`src/lsu_pkg.sv`:
```
package lsu_pkg;

	parameter int DATA_W = 32;
	parameter int BUS_W = 64;
	parameter int STRB_W = 8;
	parameter int REG_W = 5;

	typedef enum logic [3:0] {
		OP_LW,
		OP_LH,
		OP_LHU,
		OP_LB,
		OP_LBU,
		OP_SW,
		OP_SH,
		OP_SB
	} lsu_op_e;

	// effective address already computed upstream
	typedef struct packed {
		lsu_op_e op;
		logic [31:0] addr;
		logic [DATA_W-1:0] data;
		logic [REG_W-1:0] rd;
	} lsu_req_t;

	// how one request maps onto the 8-byte bus
	typedef struct packed {
		logic [31:0] base;
		logic [2:0] lane;
		logic two_beats;
		logic [STRB_W-1:0] strb_first;
		logic [STRB_W-1:0] strb_second;
		logic [BUS_W-1:0] wdata;
	} access_plan_t;

	typedef struct packed {
		logic [BUS_W-1:0] data;
		logic [STRB_W-1:0] strb;
		logic last;
	} beat_t;

	typedef enum logic [1:0] {
		RD_IDLE,
		RD_ADDR,
		RD_DATA,
		RD_NEXT
	} rd_state_e;

	typedef enum logic [2:0] {
		WR_IDLE,
		WR_ADDR,
		WR_DATA,
		WR_RESP,
		WR_NEXT
	} wr_state_e;

endpackage

```
`src/lsu_issue.sv`:
```
`timescale 1ns/1ns

module lsu_issue #(
	parameter int ADDR_W = 32
) (
	input  logic clock,
	input  logic reset,
	input  logic req_valid,
	input  lsu_pkg::lsu_req_t req,
	output logic allowin,
	input  logic rd_finish,
	input  logic wr_finish,
	output logic busy,
	output lsu_pkg::lsu_req_t cur_req,
	output lsu_pkg::access_plan_t plan
);
	import lsu_pkg::*;

	logic accept;
	logic [3:0] size_mask;
	logic [2*STRB_W-1:0] strb_span;
	logic [BUS_W-1:0] store_word;
	logic [2*BUS_W-1:0] store_dup;
	logic [ADDR_W-1:0] aligned;

	// busy drops on the finish edge, so done always sees an empty stage
	assign allowin = !busy;
	assign accept = req_valid && allowin;

	always_ff @(posedge clock) begin
		if (reset) begin
			busy <= 1'b0;
		end else if (accept) begin
			busy <= 1'b1;
		end else if (rd_finish || wr_finish) begin
			busy <= 1'b0;
		end
	end

	always_ff @(posedge clock) begin
		if (accept) begin
			cur_req <= req;
		end
	end

	// bytes touched, before shifting to the lane
	always_comb begin
		case (cur_req.op)
			OP_LW, OP_SW: size_mask = 4'b1111;
			OP_LH, OP_LHU, OP_SH: size_mask = 4'b0011;
			default: size_mask = 4'b0001;
		endcase
	end

	// upper half of the span spills into the next 8-byte word
	assign strb_span = {{(2*STRB_W-4){1'b0}}, size_mask} << cur_req.addr[2:0];
	assign aligned = {cur_req.addr[ADDR_W-1:3], 3'b000};

	// rotate left by lane bytes, same word for both beats
	assign store_word = {{(BUS_W-DATA_W){1'b0}}, cur_req.data};
	assign store_dup = {store_word, store_word} << {cur_req.addr[2:0], 3'b000};

	always_comb begin
		plan = '0;
		plan.base[ADDR_W-1:0] = aligned;
		plan.lane = cur_req.addr[2:0];
		plan.strb_first = strb_span[STRB_W-1:0];
		plan.strb_second = strb_span[2*STRB_W-1:STRB_W];
		plan.two_beats = |strb_span[2*STRB_W-1:STRB_W];
		plan.wdata = store_dup[2*BUS_W-1:BUS_W];
	end

	// channel machines only finish work that this stage handed out
	a_finish_needs_busy: assert property (@(posedge clock) disable iff (reset)
		(rd_finish || wr_finish) |-> busy);

endmodule

```
`src/lsu_load_align.sv`:
```
`timescale 1ns/1ns

module lsu_load_align (
	input  logic clock,
	input  logic reset,
	input  lsu_pkg::lsu_req_t cur_req,
	input  lsu_pkg::access_plan_t plan,
	input  logic [lsu_pkg::BUS_W-1:0] first_rdata,
	input  logic [lsu_pkg::BUS_W-1:0] last_rdata,
	input  logic rd_finish,
	input  logic wr_finish,
	output logic wb_valid,
	output logic [lsu_pkg::REG_W-1:0] wb_rd,
	output logic [lsu_pkg::DATA_W-1:0] wb_data,
	output logic done
);
	import lsu_pkg::*;

	logic [2*BUS_W-1:0] window;
	logic [2*BUS_W-1:0] shifted;
	logic [DATA_W-1:0] picked;
	logic [DATA_W-1:0] load_val;

	// split access: first beat holds the low bytes, last beat the high ones
	assign window = plan.two_beats ? {last_rdata, first_rdata}
		: {{BUS_W{1'b0}}, last_rdata};
	assign shifted = window >> {plan.lane, 3'b000};
	assign picked = shifted[DATA_W-1:0];

	always_comb begin
		case (cur_req.op)
			OP_LB: load_val = {{(DATA_W-8){picked[7]}}, picked[7:0]};
			OP_LBU: load_val = {{(DATA_W-8){1'b0}}, picked[7:0]};
			OP_LH: load_val = {{(DATA_W-16){picked[15]}}, picked[15:0]};
			OP_LHU: load_val = {{(DATA_W-16){1'b0}}, picked[15:0]};
			default: load_val = picked;
		endcase
	end

	always_ff @(posedge clock) begin
		if (reset) begin
			wb_valid <= 1'b0;
			done <= 1'b0;
		end else begin
			wb_valid <= rd_finish;
			done <= rd_finish || wr_finish;
		end
	end

	always_ff @(posedge clock) begin
		if (rd_finish) begin
			wb_rd <= cur_req.rd;
			wb_data <= load_val;
		end
	end

endmodule

```
`src/lsu_read_ctrl.sv`:
```
`timescale 1ns/1ns

module lsu_read_ctrl #(
	parameter int ADDR_W = 32,
	parameter int ID_W = 4
) (
	input  logic clock,
	input  logic reset,
	input  logic busy,
	input  lsu_pkg::lsu_req_t cur_req,
	input  lsu_pkg::access_plan_t plan,
	output logic arvalid,
	output logic [ADDR_W-1:0] araddr,
	output logic [ID_W-1:0] arid,
	input  logic arready,
	input  logic rvalid,
	input  logic [lsu_pkg::BUS_W-1:0] rdata,
	input  logic [ID_W-1:0] rid,
	output logic rready,
	output logic rd_finish,
	output logic [lsu_pkg::BUS_W-1:0] first_rdata,
	output logic [lsu_pkg::BUS_W-1:0] last_rdata
);
	import lsu_pkg::*;

	rd_state_e state;
	rd_state_e state_next;
	logic [ID_W-1:0] id_cnt;
	logic second;
	logic is_load;
	logic beat_ok;

	assign is_load = cur_req.op inside {OP_LW, OP_LH, OP_LHU, OP_LB, OP_LBU};

	// free-running id source
	always_ff @(posedge clock) begin
		if (reset) begin
			id_cnt <= '0;
		end else begin
			id_cnt <= id_cnt + 1'b1;
		end
	end

	assign arvalid = (state == RD_ADDR);
	assign rready = (state == RD_DATA);
	// beats with a stale id are taken off the bus and dropped
	assign beat_ok = rvalid && rready && (rid == arid);
	assign rd_finish = beat_ok && (!plan.two_beats || second);
	assign last_rdata = rdata;

	always_comb begin
		state_next = state;
		case (state)
			RD_IDLE: if (busy && is_load) state_next = RD_ADDR;
			RD_ADDR: if (arready) state_next = RD_DATA;
			RD_DATA: begin
				if (beat_ok) begin
					state_next = rd_finish ? RD_IDLE : RD_NEXT;
				end
			end
			RD_NEXT: state_next = RD_ADDR;
			default: state_next = RD_IDLE;
		endcase
	end

	always_ff @(posedge clock) begin
		if (reset) begin
			state <= RD_IDLE;
			second <= 1'b0;
		end else begin
			state <= state_next;
			if (state == RD_IDLE) begin
				second <= 1'b0;
			end else if (state == RD_NEXT) begin
				second <= 1'b1;
			end
		end
	end

	// address and id are captured on the cycle before arvalid rises
	always_ff @(posedge clock) begin
		if (state == RD_IDLE || state == RD_NEXT) begin
			araddr <= (state == RD_NEXT) ? plan.base[ADDR_W-1:0] + ADDR_W'(8)
				: plan.base[ADDR_W-1:0];
			arid <= id_cnt;
		end
		if (beat_ok && !second) begin
			first_rdata <= rdata;
		end
	end

	a_ar_hold: assert property (@(posedge clock) disable iff (reset)
		arvalid && !arready |=> arvalid && $stable(araddr) && $stable(arid));

endmodule

```
`src/lsu_top.sv`:
```
`timescale 1ns/1ns

module lsu_top #(
	parameter int ADDR_W = 32,
	parameter int ID_W = 4
) (
	input  logic clock,
	input  logic reset,
	input  logic req_valid,
	input  lsu_pkg::lsu_req_t req,
	output logic allowin,
	output logic arvalid,
	output logic [ADDR_W-1:0] araddr,
	output logic [ID_W-1:0] arid,
	input  logic arready,
	input  logic rvalid,
	input  logic [lsu_pkg::BUS_W-1:0] rdata,
	input  logic [ID_W-1:0] rid,
	output logic rready,
	output logic awvalid,
	output logic [ADDR_W-1:0] awaddr,
	output logic [ID_W-1:0] awid,
	input  logic awready,
	output logic wvalid,
	output lsu_pkg::beat_t wbeat,
	input  logic wready,
	input  logic bvalid,
	input  logic [ID_W-1:0] bid,
	output logic bready,
	output logic wb_valid,
	output logic [lsu_pkg::REG_W-1:0] wb_rd,
	output logic [lsu_pkg::DATA_W-1:0] wb_data,
	output logic done
);
	import lsu_pkg::*;

	logic busy;
	logic rd_finish;
	logic wr_finish;
	lsu_req_t cur_req;
	access_plan_t plan;
	logic [BUS_W-1:0] first_rdata;
	logic [BUS_W-1:0] last_rdata;

	lsu_issue #(.ADDR_W(ADDR_W)) u_issue (
		.clock(clock), .reset(reset), .req_valid(req_valid), .req(req),
		.allowin(allowin), .rd_finish(rd_finish), .wr_finish(wr_finish),
		.busy(busy), .cur_req(cur_req), .plan(plan)
	);

	lsu_read_ctrl #(.ADDR_W(ADDR_W), .ID_W(ID_W)) u_read (
		.clock(clock), .reset(reset), .busy(busy), .cur_req(cur_req), .plan(plan),
		.arvalid(arvalid), .araddr(araddr), .arid(arid), .arready(arready),
		.rvalid(rvalid), .rdata(rdata), .rid(rid), .rready(rready),
		.rd_finish(rd_finish), .first_rdata(first_rdata), .last_rdata(last_rdata)
	);

	lsu_write_ctrl #(.ADDR_W(ADDR_W), .ID_W(ID_W)) u_write (
		.clock(clock), .reset(reset), .busy(busy), .cur_req(cur_req), .plan(plan),
		.awvalid(awvalid), .awaddr(awaddr), .awid(awid), .awready(awready),
		.wvalid(wvalid), .wbeat(wbeat), .wready(wready),
		.bvalid(bvalid), .bid(bid), .bready(bready), .wr_finish(wr_finish)
	);

	lsu_load_align u_align (
		.clock(clock), .reset(reset), .cur_req(cur_req), .plan(plan),
		.first_rdata(first_rdata), .last_rdata(last_rdata),
		.rd_finish(rd_finish), .wr_finish(wr_finish),
		.wb_valid(wb_valid), .wb_rd(wb_rd), .wb_data(wb_data), .done(done)
	);

endmodule

```
`src/lsu_write_ctrl.sv`:
```
`timescale 1ns/1ns

module lsu_write_ctrl #(
	parameter int ADDR_W = 32,
	parameter int ID_W = 4
) (
	input  logic clock,
	input  logic reset,
	input  logic busy,
	input  lsu_pkg::lsu_req_t cur_req,
	input  lsu_pkg::access_plan_t plan,
	output logic awvalid,
	output logic [ADDR_W-1:0] awaddr,
	output logic [ID_W-1:0] awid,
	input  logic awready,
	output logic wvalid,
	output lsu_pkg::beat_t wbeat,
	input  logic wready,
	input  logic bvalid,
	input  logic [ID_W-1:0] bid,
	output logic bready,
	output logic wr_finish
);
	import lsu_pkg::*;

	wr_state_e state;
	wr_state_e state_next;
	logic [ID_W-1:0] id_cnt;
	logic second;
	logic is_store;
	logic resp_ok;

	assign is_store = cur_req.op inside {OP_SW, OP_SH, OP_SB};

	always_ff @(posedge clock) begin
		if (reset) begin
			id_cnt <= '0;
		end else begin
			id_cnt <= id_cnt + 1'b1;
		end
	end

	assign awvalid = (state == WR_ADDR);
	assign wvalid = (state == WR_DATA);
	assign bready = (state == WR_RESP);
	assign resp_ok = bvalid && bready && (bid == awid);
	assign wr_finish = resp_ok && (!plan.two_beats || second);

	// each beat is its own single-beat burst
	always_comb begin
		wbeat.data = plan.wdata;
		wbeat.strb = second ? plan.strb_second : plan.strb_first;
		wbeat.last = 1'b1;
	end

	always_comb begin
		state_next = state;
		case (state)
			WR_IDLE: if (busy && is_store) state_next = WR_ADDR;
			WR_ADDR: if (awready) state_next = WR_DATA;
			WR_DATA: if (wready) state_next = WR_RESP;
			WR_RESP: begin
				if (resp_ok) begin
					state_next = wr_finish ? WR_IDLE : WR_NEXT;
				end
			end
			WR_NEXT: state_next = WR_ADDR;
			default: state_next = WR_IDLE;
		endcase
	end

	always_ff @(posedge clock) begin
		if (reset) begin
			state <= WR_IDLE;
			second <= 1'b0;
		end else begin
			state <= state_next;
			if (state == WR_IDLE) begin
				second <= 1'b0;
			end else if (state == WR_NEXT) begin
				second <= 1'b1;
			end
		end
	end

	always_ff @(posedge clock) begin
		if (state == WR_IDLE || state == WR_NEXT) begin
			awaddr <= (state == WR_NEXT) ? plan.base[ADDR_W-1:0] + ADDR_W'(8)
				: plan.base[ADDR_W-1:0];
			awid <= id_cnt;
		end
	end

	// data phase follows the accepted address of the same beat
	a_w_after_aw: assert property (@(posedge clock) disable iff (reset)
		$rose(wvalid) |-> $past(awvalid && awready));

endmodule

```
`config.mk`:
```
export PLATFORM = sky130hd
export DESIGN_NAME = lsu_top
export DESIGN_NICKNAME = d
export VERILOG_FILES = /design/src/lsu_pkg.sv /design/src/lsu_issue.sv /design/src/lsu_load_align.sv /design/src/lsu_read_ctrl.sv /design/src/lsu_top.sv /design/src/lsu_write_ctrl.sv
export SDC_FILE = /design/constraint.sdc
export NUM_CORES = 1
export LEC_CHECK = 0
export BUFFER_PORTS_ARGS = -buffer_cell sky130_fd_sc_hd__buf_2
export CAP_MARGIN = 15
export CORE_MARGIN = 1
export CORE_UTILIZATION = 49
export CTS_BUF_LIST = sky130_fd_sc_hd__clkbuf_16
export CTS_CLUSTER_SIZE = 30
export DETAILED_ROUTE_END_ITERATION = 10
export GPL_ROUTABILITY_DRIVEN = 0
export PLACE_DENSITY = 0.87
export SLEW_MARGIN = 20
export SYNTH_ARGS = -nofsm -noshare
export SYNTH_HDL_FRONTEND = slang
export SYNTH_SLANG_ARGS = --single-unit
export TNS_END_PERCENT = 5
```
`constraint.sdc`:
```
create_clock -name clock -period 4.1 [get_ports clock]
set_clock_uncertainty 0.15 [all_clocks]
set_input_delay 0.205 -clock clock [delete_from_list [all_inputs] [get_ports clock]]
set_output_delay 0.205 -clock clock [all_outputs]
set_load 0.01 [all_outputs]
```
Yosys cells after proc, flatten, opt, wreduce, memory -nomap -nowiden:

Index checks and enable logic that the tools add are counted.

* muxes and demuxes: 19
* equality and inequality tests: 23
* shift operators: 3
* reductions and logical operators: 31
* $add $sub $neg: 3

Operators by type and width (number)
* $mux W128: 1
* $pmux W32 S4: 1
* $shl A96 B6 Y128: 1
* $shr A128 B6 Y32: 1
* $mux W32: 2
* $add A32 B4 Y32 const B: 1
* $eq A4 B3 Y1 const B: 4
* $shl A4 B3 Y16: 1
* $mux W3: 5
* $pmux W3 S5: 1
* $logic_and A1 B1 Y1: 10
* $ne A2 B1 Y1 const B: 5
* $add A4 B1 Y4 const B: 2
* $eq A4 B2 Y1 const B: 2
* $eq A4 B4 Y1: 2
* $mux W2: 4
* $mux W8: 1
* $pmux W2 S4: 1
* $pmux W4 S2: 1
* $reduce_or A8 Y1: 1
* $eq A3 B2 Y1 const B: 2
* $reduce_or A2 Y1: 3
* $logic_or A1 B1 Y1: 5
* $reduce_bool A5 Y1: 1
* other kinds (16): 21

* output and inout bits: 190
* word-level logic and storage cells: 101
* register bits after elaboration: 264
* input bits: 153

Longest topological paths before layout:

Gate-level depths: netlist of run 1.

* depth after elaboration: 11
* depth in mapped cells: 11
* mapped depth without buffers: 8

Modules after synthesis:

Synthesis of run 1 repeated with hierarchy kept, for this count alone.

* cells, all modules: 1308
* area, all modules: 15620.0 um^2

By module, submodules not included
* lsu_read_ctrl: area an instance 4685.7 um^2, cells an instance 309, times used 1, sequential area each 3143.0 um^2
* lsu_issue: area an instance 4172.8 um^2, cells an instance 398, times used 1, sequential area each 2212.1 um^2
* lsu_load_align: area an instance 4085.2 um^2, cells an instance 361, times used 1, sequential area each 1151.1 um^2
* lsu_write_ctrl: area an instance 2676.3 um^2, cells an instance 240, times used 1, sequential area each 1241.2 um^2

Least setup slack after synthesis of run 1:

OpenSTA, ideal clock, no wires.

* path type: reg-to-reg
* start: register u_issue.busy
* end: register, netlist name u_issue.cur_req[0]
* setup slack: -177 ps
* buffers on the path: 0
* cell stages (with the launch flop): 2
* arrival: 3612 ps
* data required time: 3435 ps
* cells stage by stage: dfxtp_1 > nor2b_1

* cells in the longest elaborated chain, start to end: 2

Ends and longest elaborated chain
* start: declaration: line lsu_issue.sv:13 `output logic busy,`
* start signal: assignment: line lsu_issue.sv:32 `busy <= 1'b0;`
* start signal: assignment: line lsu_issue.sv:34 `busy <= 1'b1;`
* start signal: assignment: line lsu_issue.sv:36 `busy <= 1'b0;`
* $logic_not A1 Y1: line lsu_issue.sv:27 `assign allowin = !busy;`
* $logic_and A1 B1 Y1: line lsu_issue.sv:28 `assign accept = req_valid && allowin;`
* net u_issue.accept: line lsu_issue.sv:19 `logic accept;`

The timed path passes the listed nets, and every way through them passes these cells.
A chain may end at the register's enable or synchronous reset.

==> results of run 1 <==
## worst max-delay path, stage by stage, from the launching register on
cell      delay, ns
edfxtp_1       0.42
buf_4          0.56
inv_1          0.32
nor2_1         0.68
a22oi_1        0.24
o21ai_0        0.38
buf_2          0.21
## flip-flops by register name, indices dropped and copies added (netlist names)
signal / cells
u_write.state: 3
u_align.wb_valid: 1
u_issue.busy: 1
u_read.first_rdata: 54
u_read.state: 2
u_read.araddr: 29
u_write.awid: 4
u_write.awaddr: 29
u_align.wb_data: 32
u_align.done: 1
u_align.wb_rd: 5
u_write.id_cnt: 4
u_read.arid: 4
u_read.second: 1
u_write.second: 1
u_issue.cur_req: 73
u_read.id_cnt: 4
## Yosys cell counts, drive strengths merged, types with 6 or more instances
cell    instances
a22oi          14
buf            40
mux2           20
xor2           22
a211oi         13
mux2i          87
nand3          27
a21oi          56
edfxtp        230
mux4           35
a31oi           8
nor2           87
o31ai           8
and3           17
inv            21
nand2         136
xnor2          41
o21ai          88
nand4           9
o21a            9
dfxtp          18
nor3           20
nor2b          11
and2            6
ha              7
clkbuf         45
o211ai          7
## metrics by stage
step | power (mW) | setup TNS (ns)
floorplan | 3.746 | -0.9796
global placement | 4.148 | 0
detailed placement | 4.187 | 0
CTS | 6.900 | 0
global route | 7.164 | 0
finish | 6.943 | 0
## repair_timing
action,CTS,global route
hold endpoints to repair,145,0
hold buffers,131,0
endpoints found under the setup margin,0,0
buffers inserted,0,0
## area by class of cell
| type | instances | area [sq um] |
|---|---|---|
| Antenna cell | 1 | 2.502 |
| Clock inverter | 22 | 242.7 |
| Tap cell | 335 | 419.2 |
| Inverter | 23 | 86.33 |
| Multi-Input combinational cell | 786 | 5557 |
| Timing Repair Buffer | 488 | 3191 |
| Clock buffer | 29 | 725.7 |
| Sequential cell | 248 | 7267 |
| Fill cell | 1811 | 8790 |
## per-layer routing
layer / GRT usage (%) / routed length [um]
met1: 36.32 / 15340
met2: 49.85 / 20580
met3: 7.462 / 4403
met4: 19.12 / 2876
met5: 0 / 13
## power by group
group	internal (mW)	switching (mW)
clock network	1.60	1.06
registers	2.97	0.102
logic	0.520	0.696
total	5.09	1.86
## how the worst max path moves through the flow
stage	startpoint	endpoint	slack (ns)
global placement	u_issue.cur_req[69]$_DFFE_PP_	u_align.wb_data[21]$_DFFE_PP_	0.77
CTS	u_issue.cur_req[37]$_DFFE_PP_	wbeat[7]	0.35
finish	u_issue.cur_req[38]$_DFFE_PP_	wbeat[10]	0.38
floorplan	u_read.state[0]$_SDFFE_PP0P_	u_read.first_rdata[10]$_DFFE_PP_	-0.02
detailed placement	u_issue.cur_req[69]$_DFFE_PP_	u_align.wb_data[17]$_DFFE_PP_	0.61
global route	u_issue.cur_req[37]$_DFFE_PP_	wbeat[7]	0.12
## cell families (layout without fill, tap and decap cells)
family	Yosys count	after routing	synth area share [%]
xor gates and xnor gates	63	63	4.304
AOI/OAI and AO/OA	235	235	10.94
adders and majority gates	7	7	0.6607
and+or+nand+nor	332	332	11.35
other	2	8	0.05665
muxes	142	142	14.21
buffers and inverters	108	562	3.653
DFF	248	248	54.82
==> metrics, run 1 <==
Cell Area, Placed 15200 sq um; IR drop worst, VDD 0.3302 mV; Crit path required time 3.74 ns; Hold Path End u_issue.cur_req[65]$_DFFE_PP_; RR Startpoint u_issue.cur_req[69]$_DFFE_PP_; Max Slew Vio Count 0; asr flop ratio synth 0%; HP Start req_valid; clk buf depth 3; most common cell after layout, fill and taps aside buf_2; placed insts 1748; die outline width 166.5 um; largest net degree at the start of global routing 125; synth warn 0; I/O Pins 343; clock transition at the registers of the reported paths 0.06 ns; first-pass detailed-route iteration total 11; Synth area leaders edfxtp_1 52%, mux2i_1 6.6%, mux4_2 5.9%, nand2_1 3.9%, o21ai_0 3.1%; Cells after Synth 1137; Power Density 396.9 nW/um^2; Slew HR 29.61%; period utilization 90.76%; Worst R2R End u_align.wb_data[17]$_DFFE_PP_; crit path capture type output pin; final core area utilization 66.55%; number of port buffers 335; syn avg cell area 11.66 sq um; failing checks DRC; die area 27720 sq um; post-layout worst setup margin 0.3789 ns; Max-Cap Viols 0; Slew @ Worst Pin 1.056 ns; minimum clock period after layout 3.721 ns; routed len/inst 22.37 um; Hold/Removal Path Class primary input to register; Synth area leader edfxtp_1; initial antenna violation count 2; final hold slack 0.06483 ns; fin area 17490 sq um; EDFF count, synth 230; Max Fclk 0.2687 GHz; Iter 0 DRT Violations 1513; post-route ant nets 0; Root Driver clkbuf_16; DP Wirelength 26180 um; status finished, violations left; kind of critical path register to output pin; Synth top area share 52.10%; clock sink count 248; Fin. Hold Viols 0; residual DRC count 13; Final Non-Filler Cells 1932; via count 11780; Setup violations, final 0; Place WS 0.6096 ns; register area share after synthesis 54.82%; Total Routing Usage GR 30.49%; H-tree depth 1; crit start category register; RSZ-0062 raised after global routing false; CTS tree built; post-CTS sizing 0; ys flop type edfxtp_1; Starting Density 50.44%; first-pass GRT wire length 65490 um; Leakage 7.059 nW; Worst R2R Setup Slack 0.44 ns; via-per-instance ratio 6.096; Seq cells post-synth 248; Worst-Skew Late Latency 0.55 ns; share of cells above drive strength 1 29.39%; commonest non-fill, non-tap cells in the layout 335 x buf_2, 230 x edfxtp_1, 136 x nand2_1, 131 x dlygate4sd3_1, 87 x mux2i_1; site row count 59; r2r worst-path depth 8; global route overflow 0; Hold Path Stages 2; Distinct cells, synth 66; CTS Buf Count 28; total core area 26280 sq um; DRT Wirelength 43210 um; vias in the first global route 11700; # nets final 1735; mapped cell area 13260 sq um; Area Growth Syn to Fin 31.94%; Worst Path Arrival 3.37 ns; Chip Height 166.5 um; worst-path fanout max 51
Power figures use the tool's default switching activity.
==> run 2: changes to the inputs <==
==> constraint.sdc (replaced) <==
create_clock -name clock -period 4.1 [get_ports clock]
set_clock_uncertainty 0.15 [all_clocks]
set_input_delay 0.615 -clock clock [delete_from_list [all_inputs] [get_ports clock]]
set_output_delay 0.615 -clock clock [all_outputs]
set_load 0.01 [all_outputs]
==> metrics, run 2 (synthesis gave the netlist of run 1 again) <==
status finished, violations left; final hold slack 0.1033 ns (+0.03851 ns); crit path buf inv count 3 (unchanged); routed len/inst 20.54 um (-8.2%); Hold/Removal Path Class primary input to register; top flop regs u_issue.cur_req (73), u_read.first_rdata (54), u_align.wb_data (32); Crit path required time 3.34 ns (-0.40 ns); largest net degree at the start of global routing 100 (-20%); Area Growth Syn to Fin 21.64%; clock sink count 248 (unchanged); clock transition at the registers of the reported paths 0.06 ns (about the same); Tot Pwr 6.599 mW (-4.9%); most common cell after layout, fill and taps aside buf_2; CP peak stage delay 0.50 ns (-0.18 ns); number of port buffers 335 (unchanged); Max-Cap Viols 0 (unchanged); gr busiest metal met2; Worst path slowest cell edfxtp_1; met3 Usage GRT 4.919% (-2.5 points); first-pass GRT wire length 57820 um (-12%); Final Non-Filler Cells 1807 (-6.5%); Iter 0 DRT Violations 1362 (-10%); worst path cell trace clkinv_1 -> buf_4 -> nor2_1 -> a21oi_1 -> a2bb2oi_1 -> o22ai_1 -> nand2_1 -> a21oi_1 -> buf_2; global route overflow 0 (unchanged); via count 10650 (-9.6%); site row count 59 (unchanged); Starting Density 50.44% (unchanged); Worst Path Arrival 2.84 ns (-0.53 ns); period utilization 87.99% (-2.8 points); Root Driver clkbuf_16; Setup violations, final 0 (unchanged); crit path capture type output pin; Max Slew Vio Count 0 (unchanged); area occupied by multi-input gates 5557 sq um (unchanged); die outline width 166.5 um (unchanged); Leakage 6.484 nW (-8.1%); HP Start req[56]; most used cell, CP a21oi_1; Power Density 409.2 nW/um^2 (+3.1%); share of cells above drive strength 1 32.06% (+2.7 points); Fin. Hold Viols 0 (unchanged); die area 27720 sq um (unchanged); Slew @ Worst Pin 1.119 ns (+0.06311 ns); vias in the first global route 10580 (-9.6%); Chip Height 166.5 um (unchanged); Max Fclk 0.2772 GHz (+3.1%); Post-CTS Hold Buffers 0 (-100%); Total Routing Usage GR 26.44% (-4.0 points); post-CTS sizing 0 (unchanged); DP Wirelength 26280 um (+0.40%); IR drop worst, VDD 0.4047 mV (+23%); # nets final 1606 (-7.4%); fin area 16130 sq um (-7.8%); worst-path fanout max 18 (-65%); crit start category register; r2r worst-path depth 8 (unchanged); via-per-instance ratio 5.894 (-3.3%); FF+latch area 7267 sq um (unchanged); Worst-Skew Late Latency 0.53 ns (-0.02 ns); RR Startpoint u_issue.cur_req[69]$_DFFE_PP_; M2 GR Usage 44.17% (-5.7 points); RSZ-0062 raised after global routing false; max reg flops 73 (unchanged); I/O Pins 343 (unchanged); filler instances 2030 (+12%); minimum clock period after layout 3.608 ns (-0.1135 ns); worst setup path startpoint u_issue.cur_req[37]$_DFFE_PP_; CTS tree built; total core area 26280 sq um (unchanged); Slew HR 25.08% (-4.5 points); DRT Wirelength 37120 um (-14%); initial antenna violation count 6 (+4); Cell Area, Placed 15220 sq um (+0.12%); routing usage on met1 33.25% (-3.1 points); Worst R2R Setup Slack 0.58 ns (+0.14 ns); final core area utilization 61.36% (-5.2 points); placed insts 1752 (+0.23%); failing checks DRC; first-pass detailed-route iteration total 10 (-1); CP delay by family, top compound AO/OA/AOI/OAI gates; CTS Buf Count 27 (-3.6%); H-tree depth 1 (unchanged); Hold Path Stages 1 (-1); most flop-heavy register u_issue.cur_req; post-route ant nets 0 (unchanged); Hold Path End u_issue.cur_req[56]$_DFFE_PP_; kind of critical path register to output pin; post-CTS setup buffer count 0 (unchanged); residual DRC count 26 (+13); commonest non-fill, non-tap cells in the layout 335 x buf_2, 230 x edfxtp_1, 136 x nand2_1, 87 x mux2i_1, 85 x nor2_1; clk buf depth 3 (unchanged); Worst R2R End u_align.wb_data[29]$_DFFE_PP_
[run 2: cell types whose count changed in the layout (fill, tap and decap cells not counted), moves of 2 or more]
cell           delta
diode_2           +5
buf_4             +5
dlygate4sd3_1   -131
clkbuf_16         -2
[run 2: worst max-delay path by stage]
stage                                       endpoint  slack [ns]  depth (start not counted)
finish                                      wbeat[7]        0.49                          9
global route                                wbeat[7]        0.23                          9
CTS                                         wbeat[7]        0.44                          9
detailed placement     u_align.wb_data[22]$_DFFE_PP_        0.61                          8
global placement       u_align.wb_data[20]$_DFFE_PP_        0.77                          8
floorplan           u_read.first_rdata[10]$_DFFE_PP_       -0.14                          3
[run 2: area by class of cell]
| type | instances | share of cell area, % |
|---|---|---|
| Sequential cell | 248 | 45.07 |
| Multi-Input combinational cell | 786 | 34.46 |
| Timing Repair Buffer | 360 | 11.72 |
| Clock buffer | 27 | 4.190 |
| Tap cell | 335 | 2.599 |
| Clock inverter | 22 | 1.342 |
| Inverter | 23 | 0.5354 |
| Antenna cell | 6 | 0.09311 |
[run 2: through the flow]
stage / worst slack (ns) / TNS, ns
after CTS: 0.4425 / 0
after floorplan: -0.1373 / -7.416
final: 0.4924 / 0
after global routing: 0.2345 / 0
after global placement: 0.7722 / 0
after detailed placement: 0.6107 / 0
[run 2: per-layer routing]
| layer | vias to the layer above | share of wire (%) | wire, um |
|---|---|---|---|
| li1 | 4859 | - | - |
| met1 | 5016 | 37 | 13810 |
| met2 | 641 | 49 | 18300 |
| met3 | 133 | 8.7 | 3220 |
| met4 | 2 | 4.8 | 1768 |
| met5 | - | 0.035 | 13 |
[run 2: power breakdown]
group	internal [mW]	leakage, nW	switching [mW]	total (mW)
logic	0.438	3.68	0.638	1.08
registers	2.97	2.36	0.0991	3.07
clock network	1.45	0.446	1.00	2.45
total	4.86	6.48	1.74	6.60
